### config.mk
export PLATFORM = sky130hd
export DESIGN_NAME = div_slice_top
export DESIGN_NICKNAME = d
export VERILOG_FILES = /design/src/design/div_slice_cfg_pkg.sv /design/src/design/div_slice_types_pkg.sv /design/src/design/lane_ctrl_if.sv /design/src/design/div_lane.sv /design/src/design/div_slice_ctrl.sv /design/src/design/div_slice_top.sv /design/src/design/div_step_counter.sv /design/src/design/result_packer.sv
export SDC_FILE = /design/constraint.sdc
export NUM_CORES = 1
export LEC_CHECK = 0
export CAP_MARGIN = 5
export CORE_ASPECT_RATIO = 0.5
export CORE_MARGIN = 4
export CORE_UTILIZATION = 55
export CTS_CLUSTER_DIAMETER = 60
export CTS_CLUSTER_SIZE = 24
export DETAILED_ROUTE_END_ITERATION = 8
export DONT_BUFFER_PORTS = 1
export GPL_ROUTABILITY_DRIVEN = 0
export GPL_TIMING_DRIVEN = 0
export PLACE_DENSITY = 0.73
export SYNTH_ARGS = -nofsm -noshare
export SYNTH_HDL_FRONTEND = slang
export SYNTH_SLANG_ARGS = --single-unit
### constraint.sdc
create_clock -name clk_i -period 2.9 [get_ports clk_i]
set_clock_uncertainty 0.15 [all_clocks]
set_input_delay 0.29 -clock clk_i [delete_from_list [all_inputs] [get_ports clk_i]]
set_output_delay 0.29 -clock clk_i [all_outputs]
set_load 0.1 [all_outputs]
### src/design/div_slice_cfg_pkg.sv
/*
  Width and step-count constants of the two-lane integer divider slice.
  Referenced by scoped name from the types package and every RTL module.
*/
`default_nettype none

package div_slice_cfg_pkg;

  // ----------------------------------------------------------
  // Data widths
  // ----------------------------------------------------------
  localparam int unsigned SLICE_WIDTH  = 32;
  localparam int unsigned NARROW_WIDTH = 16;
  localparam int unsigned NUM_LANES    = 2;
  localparam int unsigned TAG_WIDTH    = 8;

  // ----------------------------------------------------------
  // Iteration timing
  // ----------------------------------------------------------
  localparam int unsigned STEP_CNT_BITS = 6;

  // One restoring step per quotient bit
  localparam logic [STEP_CNT_BITS-1:0] STEPS_INT32 = STEP_CNT_BITS'(SLICE_WIDTH);
  localparam logic [STEP_CNT_BITS-1:0] STEPS_INT16 = STEP_CNT_BITS'(NARROW_WIDTH);

endpackage

`default_nettype wire

### src/design/div_slice_types_pkg.sv
/*
  Types shared by the divider slice: integer format, status flags, SIMD mask
  and the result word that is read whole or as two 16-bit halves.
*/
`default_nettype none

package div_slice_types_pkg;

  // ----------------------------------------------------------
  // Request descriptors
  // ----------------------------------------------------------
  typedef enum logic {
    INT16 = 1'b0,
    INT32 = 1'b1
  } int_fmt_e;

  // One enable bit per lane with lane 0 in bit 0
  typedef logic [div_slice_cfg_pkg::NUM_LANES-1:0] lane_mask_t;

  // ----------------------------------------------------------
  // Result side
  // ----------------------------------------------------------
  typedef struct packed {
    logic div_by_zero;
    logic inexact;
  } status_t;

  // Scalar INT32 uses word, INT16 results use halves
  // Lane 0 owns halves[0], the low half of the word
  typedef union packed {
    logic [div_slice_cfg_pkg::SLICE_WIDTH-1:0] word;
    logic [div_slice_cfg_pkg::NUM_LANES-1:0][div_slice_cfg_pkg::NARROW_WIDTH-1:0] halves;
  } slice_word_u;

endpackage

`default_nettype wire

### src/design/lane_ctrl_if.sv
/*
  Lockstep control bundle from the slice controller to the step counter and
  the divider lanes. The counter returns the last-step flag.
*/
`timescale 1ns/1ns
`default_nettype none

interface lane_ctrl_if;

  logic start;     // Request accepted this cycle
  logic run;       // Division steps in progress
  logic wide;      // INT32 request
  logic lane1_en;  // Vectorial INT16 request, upper lane active
  logic last;      // Final step in this cycle

  modport ctrl    (output start, output run, output wide, output lane1_en, input last);
  modport counter (input start, input run, input wide, output last);
  modport lane    (input start, input run, input wide);

endinterface

`default_nettype wire

### src/design/div_lane.sv
/*
  One restoring divider lane. Produces one quotient bit per run cycle and
  reports divide-by-zero and a nonzero remainder as status.
*/
`timescale 1ns/1ns
`default_nettype none

module div_lane #(
  parameter int unsigned LaneWidth = 32
) (
  input  logic                          clk_i,
  input  logic                          rst_i,
  input  logic [LaneWidth-1:0]          dividend_i,
  input  logic [LaneWidth-1:0]          divisor_i,
  input  logic                          lane_en_i,
  lane_ctrl_if.lane                     ctrl_if,
  output logic [LaneWidth-1:0]          quotient_o,
  output div_slice_types_pkg::status_t  status_o
);

  logic                 active_q;
  logic                 dz_q;
  logic [LaneWidth-1:0] rem_q;
  logic [LaneWidth-1:0] quo_q;
  logic [LaneWidth-1:0] div_q;
  logic [LaneWidth-1:0] dividend_ld;
  logic [LaneWidth-1:0] divisor_ld;
  logic [LaneWidth:0]   partial;
  logic [LaneWidth:0]   trial;

  // INT16 in a wide lane moves the low dividend half to the top so that
  // sixteen steps leave the quotient in the low half
  assign dividend_ld = ctrl_if.wide ? dividend_i
                     : (dividend_i << (LaneWidth - div_slice_cfg_pkg::NARROW_WIDTH));
  assign divisor_ld  = ctrl_if.wide ? divisor_i
                     : (divisor_i & LaneWidth'({div_slice_cfg_pkg::NARROW_WIDTH{1'b1}}));

  // Shift in the next dividend bit and try the subtraction
  assign partial = {rem_q, quo_q[LaneWidth-1]};
  assign trial   = partial - {1'b0, div_q};

  always_ff @(posedge clk_i) begin
    if (rst_i) begin
      active_q <= 1'b0;
    end else if (ctrl_if.start) begin
      active_q <= lane_en_i;
    end
  end

  always_ff @(posedge clk_i) begin
    if (ctrl_if.start && lane_en_i) begin
      rem_q <= '0;
      quo_q <= dividend_ld;
      div_q <= divisor_ld;
      dz_q  <= (divisor_ld == '0);
    end else if (ctrl_if.run && active_q) begin
      if (!trial[LaneWidth]) begin
        // No borrow so the difference is kept
        rem_q <= trial[LaneWidth-1:0];
        quo_q <= {quo_q[LaneWidth-2:0], 1'b1};
      end else begin
        rem_q <= partial[LaneWidth-1:0];
        quo_q <= {quo_q[LaneWidth-2:0], 1'b0};
      end
    end
  end

  // A zero divisor never borrows, so the quotient ends up all ones
  assign quotient_o           = quo_q;
  assign status_o.div_by_zero = dz_q;
  assign status_o.inexact     = |rem_q;

endmodule

`default_nettype wire

### src/design/div_slice_ctrl.sv
/*
  Handshake FSM of the divider slice. Accepts a request while idle, runs all
  lanes in lockstep, then holds the packed result until downstream takes it.
*/
`timescale 1ns/1ns
`default_nettype none

module div_slice_ctrl (
  input  logic                           clk_i,
  input  logic                           rst_i,
  input  logic                           in_valid_i,
  input  div_slice_types_pkg::int_fmt_e  int_fmt_i,
  input  logic                           vectorial_op_i,
  input  logic                           flush_i,
  input  logic                           out_ready_i,
  output logic                           in_ready_o,
  output logic                           out_valid_o,
  output logic                           busy_o,
  output logic                           capture_o,
  lane_ctrl_if.ctrl                      ctrl_if
);

  typedef enum logic [1:0] {
    IDLE,
    RUN,
    HOLD
  } state_e;

  state_e state_q;
  logic   accept;
  logic   vec_req;
  logic   wide_q;
  logic   lane1_en_q;
  logic   capture_q;
  logic   out_valid_q;

  // ----------------------------------------------------------
  // Input side
  // ----------------------------------------------------------
  assign in_ready_o = (state_q == IDLE) & ~flush_i;
  assign accept     = in_valid_i & in_ready_o;

  // Vector flag only counts for INT16
  assign vec_req = vectorial_op_i & (int_fmt_i == div_slice_types_pkg::INT16);

  // Counter and lanes load on the accepting edge, so pass the request
  // format straight through in that cycle
  assign ctrl_if.start    = accept;
  assign ctrl_if.run      = (state_q == RUN);
  assign ctrl_if.wide     = accept ? (int_fmt_i == div_slice_types_pkg::INT32) : wide_q;
  assign ctrl_if.lane1_en = accept ? vec_req : lane1_en_q;

  // ----------------------------------------------------------
  // State machine
  // ----------------------------------------------------------
  always_ff @(posedge clk_i) begin
    if (rst_i) begin
      state_q     <= IDLE;
      wide_q      <= 1'b1;
      lane1_en_q  <= 1'b0;
      capture_q   <= 1'b0;
      out_valid_q <= 1'b0;
    end else if (flush_i) begin
      state_q     <= IDLE;
      capture_q   <= 1'b0;
      out_valid_q <= 1'b0;
    end else begin
      capture_q <= 1'b0;
      case (state_q)
        IDLE: begin
          if (accept) begin
            state_q    <= RUN;
            wide_q     <= ctrl_if.wide;
            lane1_en_q <= vec_req;
          end
        end
        RUN: begin
          if (ctrl_if.last) begin
            state_q   <= HOLD;
            capture_q <= 1'b1;
          end
        end
        HOLD: begin
          // Packer registers one cycle after the final step
          if (capture_q) begin
            out_valid_q <= 1'b1;
          end
          if (out_valid_q && out_ready_i) begin
            state_q     <= IDLE;
            out_valid_q <= 1'b0;
          end
        end
        default: state_q <= IDLE;
      endcase
    end
  end

  assign capture_o   = capture_q;
  assign out_valid_o = out_valid_q;
  assign busy_o      = (state_q != IDLE);

endmodule

`default_nettype wire

### src/design/div_slice_top.sv
/*
  Top level of the two-lane SIMD integer divider slice. Lane 0 divides full
  words, lane 1 the upper 16-bit halves of vectorial INT16 requests.
*/
`timescale 1ns/1ns
`default_nettype none

module div_slice_top (
  input  logic                                       clk_i,
  input  logic                                       rst_i,
  input  logic [div_slice_cfg_pkg::SLICE_WIDTH-1:0]  operand_a_i,
  input  logic [div_slice_cfg_pkg::SLICE_WIDTH-1:0]  operand_b_i,
  input  div_slice_types_pkg::int_fmt_e              int_fmt_i,
  input  logic                                       vectorial_op_i,
  input  div_slice_types_pkg::lane_mask_t            simd_mask_i,
  input  logic [div_slice_cfg_pkg::TAG_WIDTH-1:0]    tag_i,
  input  logic                                       in_valid_i,
  output logic                                       in_ready_o,
  input  logic                                       flush_i,
  output logic [div_slice_cfg_pkg::SLICE_WIDTH-1:0]  result_o,
  output div_slice_types_pkg::status_t               status_o,
  output logic [div_slice_cfg_pkg::TAG_WIDTH-1:0]    tag_o,
  output logic                                       out_valid_o,
  input  logic                                       out_ready_i,
  output logic                                       busy_o
);

  logic                                        capture;
  logic [div_slice_cfg_pkg::SLICE_WIDTH-1:0]   quotient0;
  logic [div_slice_cfg_pkg::NARROW_WIDTH-1:0]  quotient1;
  div_slice_types_pkg::status_t                status0;
  div_slice_types_pkg::status_t                status1;

  lane_ctrl_if i_lane_ctrl ();

  // ----------------------------------------------------------
  // Control
  // ----------------------------------------------------------
  div_slice_ctrl i_ctrl (
    .clk_i          ( clk_i          ),
    .rst_i          ( rst_i          ),
    .in_valid_i     ( in_valid_i     ),
    .int_fmt_i      ( int_fmt_i      ),
    .vectorial_op_i ( vectorial_op_i ),
    .flush_i        ( flush_i        ),
    .out_ready_i    ( out_ready_i    ),
    .in_ready_o     ( in_ready_o     ),
    .out_valid_o    ( out_valid_o    ),
    .busy_o         ( busy_o         ),
    .capture_o      ( capture        ),
    .ctrl_if        ( i_lane_ctrl    )
  );

  div_step_counter i_step_counter (
    .clk_i   ( clk_i       ),
    .rst_i   ( rst_i       ),
    .ctrl_if ( i_lane_ctrl )
  );

  // ----------------------------------------------------------
  // Lanes
  // ----------------------------------------------------------
  div_lane #(
    .LaneWidth ( div_slice_cfg_pkg::SLICE_WIDTH )
  ) i_lane0 (
    .clk_i      ( clk_i       ),
    .rst_i      ( rst_i       ),
    .dividend_i ( operand_a_i ),
    .divisor_i  ( operand_b_i ),
    .lane_en_i  ( 1'b1        ),
    .ctrl_if    ( i_lane_ctrl ),
    .quotient_o ( quotient0   ),
    .status_o   ( status0     )
  );

  // Upper lane only starts for vectorial requests
  div_lane #(
    .LaneWidth ( div_slice_cfg_pkg::NARROW_WIDTH )
  ) i_lane1 (
    .clk_i      ( clk_i                                                   ),
    .rst_i      ( rst_i                                                   ),
    .dividend_i ( operand_a_i[div_slice_cfg_pkg::SLICE_WIDTH-1:div_slice_cfg_pkg::NARROW_WIDTH] ),
    .divisor_i  ( operand_b_i[div_slice_cfg_pkg::SLICE_WIDTH-1:div_slice_cfg_pkg::NARROW_WIDTH] ),
    .lane_en_i  ( i_lane_ctrl.lane1_en                                    ),
    .ctrl_if    ( i_lane_ctrl                                             ),
    .quotient_o ( quotient1                                               ),
    .status_o   ( status1                                                 )
  );

  // ----------------------------------------------------------
  // Output side
  // ----------------------------------------------------------
  result_packer i_packer (
    .clk_i       ( clk_i                ),
    .rst_i       ( rst_i                ),
    .start_i     ( i_lane_ctrl.start    ),
    .capture_i   ( capture              ),
    .wide_i      ( i_lane_ctrl.wide     ),
    .lane1_en_i  ( i_lane_ctrl.lane1_en ),
    .mask_i      ( simd_mask_i          ),
    .tag_i       ( tag_i                ),
    .quotient0_i ( quotient0            ),
    .quotient1_i ( quotient1            ),
    .status0_i   ( status0              ),
    .status1_i   ( status1              ),
    .result_o    ( result_o             ),
    .status_o    ( status_o             ),
    .tag_o       ( tag_o                )
  );

endmodule

`default_nettype wire

### src/design/div_step_counter.sv
/*
  Step counter shared by all lanes. Loaded with the quotient width at start
  and decremented once per run cycle; flags the cycle of the final step.
*/
`timescale 1ns/1ns
`default_nettype none

module div_step_counter (
  input  logic         clk_i,
  input  logic         rst_i,
  lane_ctrl_if.counter ctrl_if
);

  logic [div_slice_cfg_pkg::STEP_CNT_BITS-1:0] cnt_q;
  logic [div_slice_cfg_pkg::STEP_CNT_BITS-1:0] cnt_dec;

  assign cnt_dec = cnt_q - 1'b1;

  always_ff @(posedge clk_i) begin
    if (rst_i) begin
      cnt_q <= '0;
    end else if (ctrl_if.start) begin
      cnt_q <= ctrl_if.wide ? div_slice_cfg_pkg::STEPS_INT32
                            : div_slice_cfg_pkg::STEPS_INT16;
    end else if (ctrl_if.run && (cnt_q != '0)) begin
      cnt_q <= cnt_dec;
    end
  end

  // One step left when the count is 1
  assign ctrl_if.last = ctrl_if.run && (cnt_dec == '0);

endmodule

`default_nettype wire

### src/design/result_packer.sv
/*
  Output register bank of the slice. Keeps tag and SIMD mask from acceptance,
  then packs the lane quotients and the masked status on capture.
*/
`timescale 1ns/1ns
`default_nettype none

module result_packer (
  input  logic                                         clk_i,
  input  logic                                         rst_i,
  input  logic                                         start_i,
  input  logic                                         capture_i,
  input  logic                                         wide_i,
  input  logic                                         lane1_en_i,
  input  div_slice_types_pkg::lane_mask_t              mask_i,
  input  logic [div_slice_cfg_pkg::TAG_WIDTH-1:0]      tag_i,
  input  logic [div_slice_cfg_pkg::SLICE_WIDTH-1:0]    quotient0_i,
  input  logic [div_slice_cfg_pkg::NARROW_WIDTH-1:0]   quotient1_i,
  input  div_slice_types_pkg::status_t                 status0_i,
  input  div_slice_types_pkg::status_t                 status1_i,
  output logic [div_slice_cfg_pkg::SLICE_WIDTH-1:0]    result_o,
  output div_slice_types_pkg::status_t                 status_o,
  output logic [div_slice_cfg_pkg::TAG_WIDTH-1:0]      tag_o
);

  div_slice_types_pkg::slice_word_u          packed_d;
  div_slice_types_pkg::slice_word_u          result_q;
  div_slice_types_pkg::status_t              status_d;
  div_slice_types_pkg::status_t              status_q;
  div_slice_types_pkg::lane_mask_t           mask_q;
  logic [div_slice_cfg_pkg::TAG_WIDTH-1:0]   tag_q;

  // ----------------------------------------------------------
  // Packing by format with the unused upper half zero-extended
  // ----------------------------------------------------------
  always_comb begin : pack_result
    packed_d = '0;
    if (wide_i) begin
      packed_d.word = quotient0_i;
    end else begin
      packed_d.halves[0] = quotient0_i[div_slice_cfg_pkg::NARROW_WIDTH-1:0];
      if (lane1_en_i) begin
        packed_d.halves[1] = quotient1_i;
      end
    end
  end

  // Lane 1 only counts for vector requests
  always_comb begin : collapse_status
    status_d = status0_i & {$bits(div_slice_types_pkg::status_t){mask_q[0]}};
    if (lane1_en_i) begin
      status_d = status_d | (status1_i & {$bits(div_slice_types_pkg::status_t){mask_q[1]}});
    end
  end

  // ----------------------------------------------------------
  // Registers
  // ----------------------------------------------------------
  always_ff @(posedge clk_i) begin
    if (rst_i) begin
      mask_q   <= '0;
      status_q <= '0;
    end else begin
      if (start_i) begin
        mask_q <= mask_i;
      end
      if (capture_i) begin
        status_q <= status_d;
      end
    end
  end

  always_ff @(posedge clk_i) begin
    if (start_i) begin
      tag_q <= tag_i;
    end
    if (capture_i) begin
      result_q <= packed_d;
    end
  end

  assign result_o = result_q.word;
  assign status_o = status_q;
  assign tag_o    = tag_q;

endmodule

`default_nettype wire

Yosys cells after proc, flatten, opt, wreduce, memory -nomap -nowiden
Index checks and enable logic that the tools add are counted.
Widths: inputs -> output; s select.
{"block": "totals", "wordCells": 87, "regBits": 204, "out_inout_bits": 45}
{"block": "classes", "bitwise": 9, "eq_ne": 5, "n_mux": 25, "reduce_logical": 24, "add_sub_neg": 3}
{"op": "$mux 32", "count": 6}
{"op": "$mux 16", "count": 4}
{"op": "$sub 33x32->33", "count": 1}
{"op": "$logic_not 32->1", "count": 1}
{"op": "$reduce_or 32->1", "count": 1}
{"op": "$mux 6", "count": 3}
{"op": "$sub 17x16->17", "count": 1}
{"op": "$logic_not 16->1", "count": 1}
{"op": "$reduce_or 16->1", "count": 1}
{"op": "$reduce_bool 2->1", "count": 5}
{"op": "$mux 2", "count": 4}
{"op": "$mux 1", "count": 7}
{"op": "$logic_and 1x1->1", "count": 6}
{"op": "$logic_not 6->1", "count": 1}
{"op": "$pmux 2 s3", "count": 1}
{"op": "$reduce_and 3->1", "count": 2}
{"op": "$reduce_bool 6->1", "count": 1}
{"op": "$sub 6x1->6 const B", "count": 1}
{"op": "$and 2x2->2", "count": 2}
{"op": "$ne 2x1->1 const B", "count": 2}
{"op": "$reduce_and 2->1", "count": 2}
{"op": "$and 1x1->1", "count": 3}
{"op": "$not 1->1", "count": 3}
{"op": "$reduce_or 3->1", "count": 1}
{"op": "other kinds (6)", "count": 6}

Logic depth before layout (Yosys ltp)
{"block": "depth", "ltp_word": 6, "depth_mapped": 14}

Modules after synthesis
Synthesis repeated with hierarchy kept, for this count alone.
{"block": "hier_totals", "hier_cells": 1043, "hier_area_um2": 10933.0}
{"mod": "div_lane at i_lane0", "cells_per_inst": 624, "instances": 1, "area_each_um2": 5891.9}
{"mod": "div_lane at i_lane1", "cells_per_inst": 264, "instances": 1, "area_each_um2": 2821.5}
{"mod": "result_packer", "cells_per_inst": 76, "instances": 1, "area_each_um2": 1546.5}
{"mod": "div_step_counter", "cells_per_inst": 50, "instances": 1, "area_each_um2": 396.6}
{"mod": "div_slice_ctrl", "cells_per_inst": 28, "instances": 1, "area_each_um2": 272.8}
{"mod": "div_slice_top", "cells_per_inst": 1, "instances": 1, "area_each_um2": 3.8}

Worst setup path before layout
OpenSTA, ideal clock, no wires.
{"block": "synth_path", "kind": "register to register", "start": "register i_ctrl.state_q[1]", "end": "register i_lane0.div_q[0], enable pin", "synth_period_minus_slack_ns": 4.764, "t_required_ns": 2.329, "slack_ns": -1.864, "t_arrival_ns": 4.193, "path_buffers": 1, "stages_incl_launch_ff": 6, "path_cell_list": "dfxtp_1 > or2_2 > nor2_1 > nand2_1 > clkinv_1 > buf_1"}
{"block": "synth_via", "elab_chain_len": 3}
{"item": "start: declaration", "line": "div_slice_ctrl.sv:29", "text": "state_e state_q;"}
{"item": "start signal: assignment", "line": "div_slice_ctrl.sv:58", "text": "state_q <= IDLE;"}
{"item": "start signal: assignment", "line": "div_slice_ctrl.sv:64", "text": "state_q <= IDLE;"}
{"item": "start signal: assignment", "line": "div_slice_ctrl.sv:72", "text": "state_q <= RUN;"}
{"item": "$logic_not 2->1", "line": "div_slice_ctrl.sv:40", "text": "assign in_ready_o = (state_q == IDLE) & ~flush_i;"}
{"item": "$and 1x1->1", "line": "div_slice_ctrl.sv:40"}
{"item": "net in_ready_o", "line": "div_slice_top.sv:18", "text": "output logic in_ready_o,"}
{"item": "$and 1x1->1", "line": "div_slice_ctrl.sv:41", "text": "assign accept = in_valid_i & in_ready_o;"}
{"item": "net i_ctrl.ctrl_if.start", "line": "lane_ctrl_if.sv:16", "text": "modport ctrl (output start, output run, output wide, output lane1_en, input last);"}
{"item": "end signal: assignment", "line": "div_lane.sv:54", "text": "div_q <= divisor_ld;"}
{"item": "end: declaration", "line": "div_lane.sv:25", "text": "logic [LaneWidth-1:0] div_q;"}
The timed path passes the listed nets, and every way through them passes these cells.
A chain may end at the register's enable or synchronous reset.

Worst setup path in the final report
{"block": "layout_path", "start": "register i_lane0.quo_q[31] (netlist: i_lane0.quotient_o[31])", "end": "register i_lane0.rem_q[7]"}
{"block": "layout_via", "elab_chain_len": 2}
{"item": "start: declaration", "line": "div_lane.sv:24", "text": "logic [LaneWidth-1:0] quo_q;"}
{"item": "start signal: assignment", "line": "div_lane.sv:53", "text": "quo_q <= dividend_ld;"}
{"item": "start signal: assignment", "line": "div_lane.sv:60", "text": "quo_q <= {quo_q[LaneWidth-2:0], 1'b1};"}
{"item": "start signal: assignment", "line": "div_lane.sv:63", "text": "quo_q <= {quo_q[LaneWidth-2:0], 1'b0};"}
{"item": "$sub 33x32->33", "line": "div_lane.sv:40", "text": "assign trial = partial - {1'b0, div_q};"}
{"item": "$mux 32", "line": "div_lane.sv:57", "text": "if (!trial[LaneWidth]) begin"}
{"item": "end signal: assignment", "line": "div_lane.sv:59", "text": "rem_q <= trial[LaneWidth-1:0];"}
{"item": "end signal: assignment", "line": "div_lane.sv:62", "text": "rem_q <= partial[LaneWidth-1:0];"}
{"item": "end: declaration", "line": "div_lane.sv:23", "text": "logic [LaneWidth-1:0] rem_q;"}
No other way between the ends.

==> impl_metrics.tcl <==
set metrics [dict create \
    async_reset_ff_share_pct 0 \
    slew_violations 0 \
    setup.worst_path.end_class "register" \
    grt_pass1_vias 8584 \
    rsz0062_at_grt "true" \
    antenna_found_initial 0 \
    cp_slowest_stage_delay_ps 470 \
    drc_errors 0 \
    wl_per_cell_um 20.9 \
    h-tree-depth 1 \
    setup_viol 50 \
    syn_to_final_growth_pct 23.0 \
    die_w_um 206 \
    stdcell_area_mm2 0.0132 \
    worst_slack_ps -312 \
    yosysSeqAreaShare_pct 50.9 \
    vias 8911 \
    cts.path.max_buffers 3 \
    power.total_w 0.00608 \
    fp.dieH_um 107 \
    worstPathRequired_ps 3100 \
    synthFlopType "edfxtp_1" \
    grt_max_degree 51 \
    grt_pass1_wl_um 46200 \
    nFillCells 1300 \
    final_common_cell "edfxtp_1" \
    die-area_mm2 0.0220 \
    drt-total-wl_um 30200 \
    grt-ovfl-total 0 \
    period_needed_ps 3210 \
    via_per_inst 6.17 \
    ios 126 \
    core_mm2 0.0188 \
    clkTransAtPathRegs_ps 100 \
    path_buf_inv 3 \
    dr.pass1.iters 6 \
    antenna_cells 0 \
    syn_nets 1182 \
    hp-class "primary input to register" \
    avgSynthCellArea_um2 10.2 \
    synth_edf_count 138 \
    critPathSlowestCell "edfxtp_1" \
    groute.usage.overall_pct 26.3 \
    max_freq_mhz 311 \
    status "complete, but fails checks" \
    ys_seq_elements 204 \
    min_period_over_period_pct 111 \
    critical-path-top-delay-family "compound AO/OA/AOI/OAI gates" \
    final_cells 1445 \
    p_leak_nw 5.14 \
    cp.arrival_ps 3420 \
    violations "setup timing" \
    dpl_cell_area_mm2 0.0111 \
    power_density_mw_per_mm2 460 \
    layout_common_cells "edfxtp_1, nand2_1, dlygate4sd3_1" \
    crit_path_cell_trace "inv_2, ha_4, fa_2, nor2b_4, o31ai_4, a21oi_4, a221o_2, o211a_4, a211oi_4, buf_6, clkbuf_16, nor2_4, a21oi_2, o21ai_1" \
    netlist_instances 1048 \
    path_max_fanout 7 \
    dp_cells 1307 \
    start_kind "register" \
    netlist_area_mm2 0.0107 \
    start_util_pct 57.2 \
    ys_types 70 \
    slew_headroom_pct 31.7 \
    rows 35 \
    timing_worst_slew_pin_value_ps 1020 \
    numCtsBuffers 13 \
    insertion_delay_ps 470 \
    drtAntennaViolNets 0 \
    vdd_drop_max_v 0.000569 \
    cts_tree "yes" \
    crit_type "register to register" \
    hold_viol_final 0 \
    synth_warnings 0 \
    numPortBuffers 0 \
    root_buffer "clkbuf_16" \
    drt_iter0_drc 802 \
    cts_num_sinks 204 \
    dpl.hpwl_um 19700 \
    drive_gt1_share_pct 14.4 \
    fin_nets 1314 \
    maxCapViolCount 0 \
]
[what timing repair did]
| action | 4_1_cts | 5_1_grt |
|---|---|---|
| gates resized for setup | 70 | 71 |
| endpoints found under the hold margin | 110 | 0 |
| pin swaps | 20 | 26 |
| cloned | 5 | 1 |
| setup endpoints to repair | 212 | 117 |
| setup buffers | 20 | 16 |
| hold buffers | 77 | 0 |
[final timing paths]
path                                                  startpoint                                to  slack (ps)  depth (start not counted)
worst max-delay path            i_lane0.quotient_o[31]$_DFFE_PP_     i_lane0.rem_q[7]$_SDFFE_PP0P_        -310                         14
worst min-delay path                             operand_a_i[25]  i_lane0.quotient_o[25]$_DFFE_PP_          10                          2
worst max register to register  i_lane0.quotient_o[31]$_DFFE_PP_     i_lane0.rem_q[7]$_SDFFE_PP0P_        -310                         14
worst min register to register  i_lane0.quotient_o[12]$_DFFE_PP_   i_packer.result_o[12]$_DFFE_PP_         310                          0
[where the power goes]
group / internal [W] / leakage [nW] / switching (W)
sequential: 0.00321 / 1.82 / 0.0000969
combinational: 0.000395 / 3.13 / 0.000471
clock: 0.000893 / 0.193 / 0.00101
[Yosys cell counts (4+ instances only)]
cell type | n | area [um2]
mux2_2 | 17 | 191
clkbuf_1 | 34 | 128
nor3b_1 | 4 | 30.0
nor2b_1 | 8 | 50.1
inv_1 | 68 | 255
buf_2 | 4 | 20.0
o22ai_1 | 14 | 87.6
ha_1 | 51 | 638
nor2_1 | 53 | 199
nor3_1 | 19 | 95.1
dfxtp_1 | 66 | 1320
o21ai_1 | 23 | 115
a21oi_1 | 57 | 285
xnor2_1 | 27 | 236
o21ai_0 | 56 | 280
nand2_1 | 124 | 465
nand4_1 | 10 | 62.6
o211ai_1 | 5 | 37.5
nand3_1 | 28 | 140
nor4_1 | 24 | 150
xor2_1 | 10 | 87.6
mux2i_1 | 32 | 320
nand2b_1 | 8 | 50.1
a211oi_1 | 6 | 45.0
edfxtp_1 | 138 | 4140
a21o_1 | 19 | 143
a31oi_1 | 15 | 93.8
o21a_1 | 10 | 75.1
a22o_1 | 17 | 149
a32oi_1 | 6 | 52.6
and2_1 | 22 | 138
o21bai_1 | 8 | 60.1
[through the flow]
stage                     hold WS, ps  util, %  setup slack (ps)  setup TNS [ps]
after floorplan                   217        -              1.37               0
final                            10.7     70.3              -312          -11080
after CTS                        2.90     68.1              -207           -5110
after global routing             27.0     70.3              -426          -17630
after global placement            219     59.1              -557          -61220
after detailed placement          220     59.1              -623          -71490
[logic make-up after synthesis]
kind of cell | share of synthesized area (%)
flops | 50.9
compound gates | 16.4
fa+ha+maj | 6.31
mux | 4.77
buf+inv | 4.00
xor+xnor | 3.02
simple gates | 14.6
[state kept, by name, indices dropped and copies added (netlist names), 2 cells and up]
register and flops:
i_packer.tag_o 8, i_lane1.rem_q 16, i_packer.status_o 2, i_packer.mask_q 2, i_lane0.quotient_o 32, i_step_counter.cnt_q 6, i_lane1.div_q 16, i_ctrl.state_q 2
i_packer.result_o 32, i_lane1.quotient_o 16, i_lane0.div_q 32, i_lane0.rem_q 32
[per-layer routing]
layer / vias up / GRT usage [%] / part of all wire, %
li1: 4128 / - / -
met1: 4337 / 35.4 / 42
met2: 380 / 44.2 / 47
met3: 66 / 5.83 / 8.4
met4: 0 / 5.30 / 2.5
met5: - / 0 / 0
[layout make-up]
type | count | area [um2] | area share [%]
inverters | 69 | 274 | 2.07
clock buffers | 18 | 354 | 2.68
well taps | 259 | 324 | 2.45
repair inverters | 1 | 7.51 | 0.0568
repair buffers | 117 | 1200 | 9.09
plain buffers | 40 | 279 | 2.11
clock inverters | 3 | 42.5 | 0.322
multi-input cells | 734 | 5260 | 39.8
flip-flops and latches | 204 | 5470 | 41.4
Power figures use the tool's default switching activity.
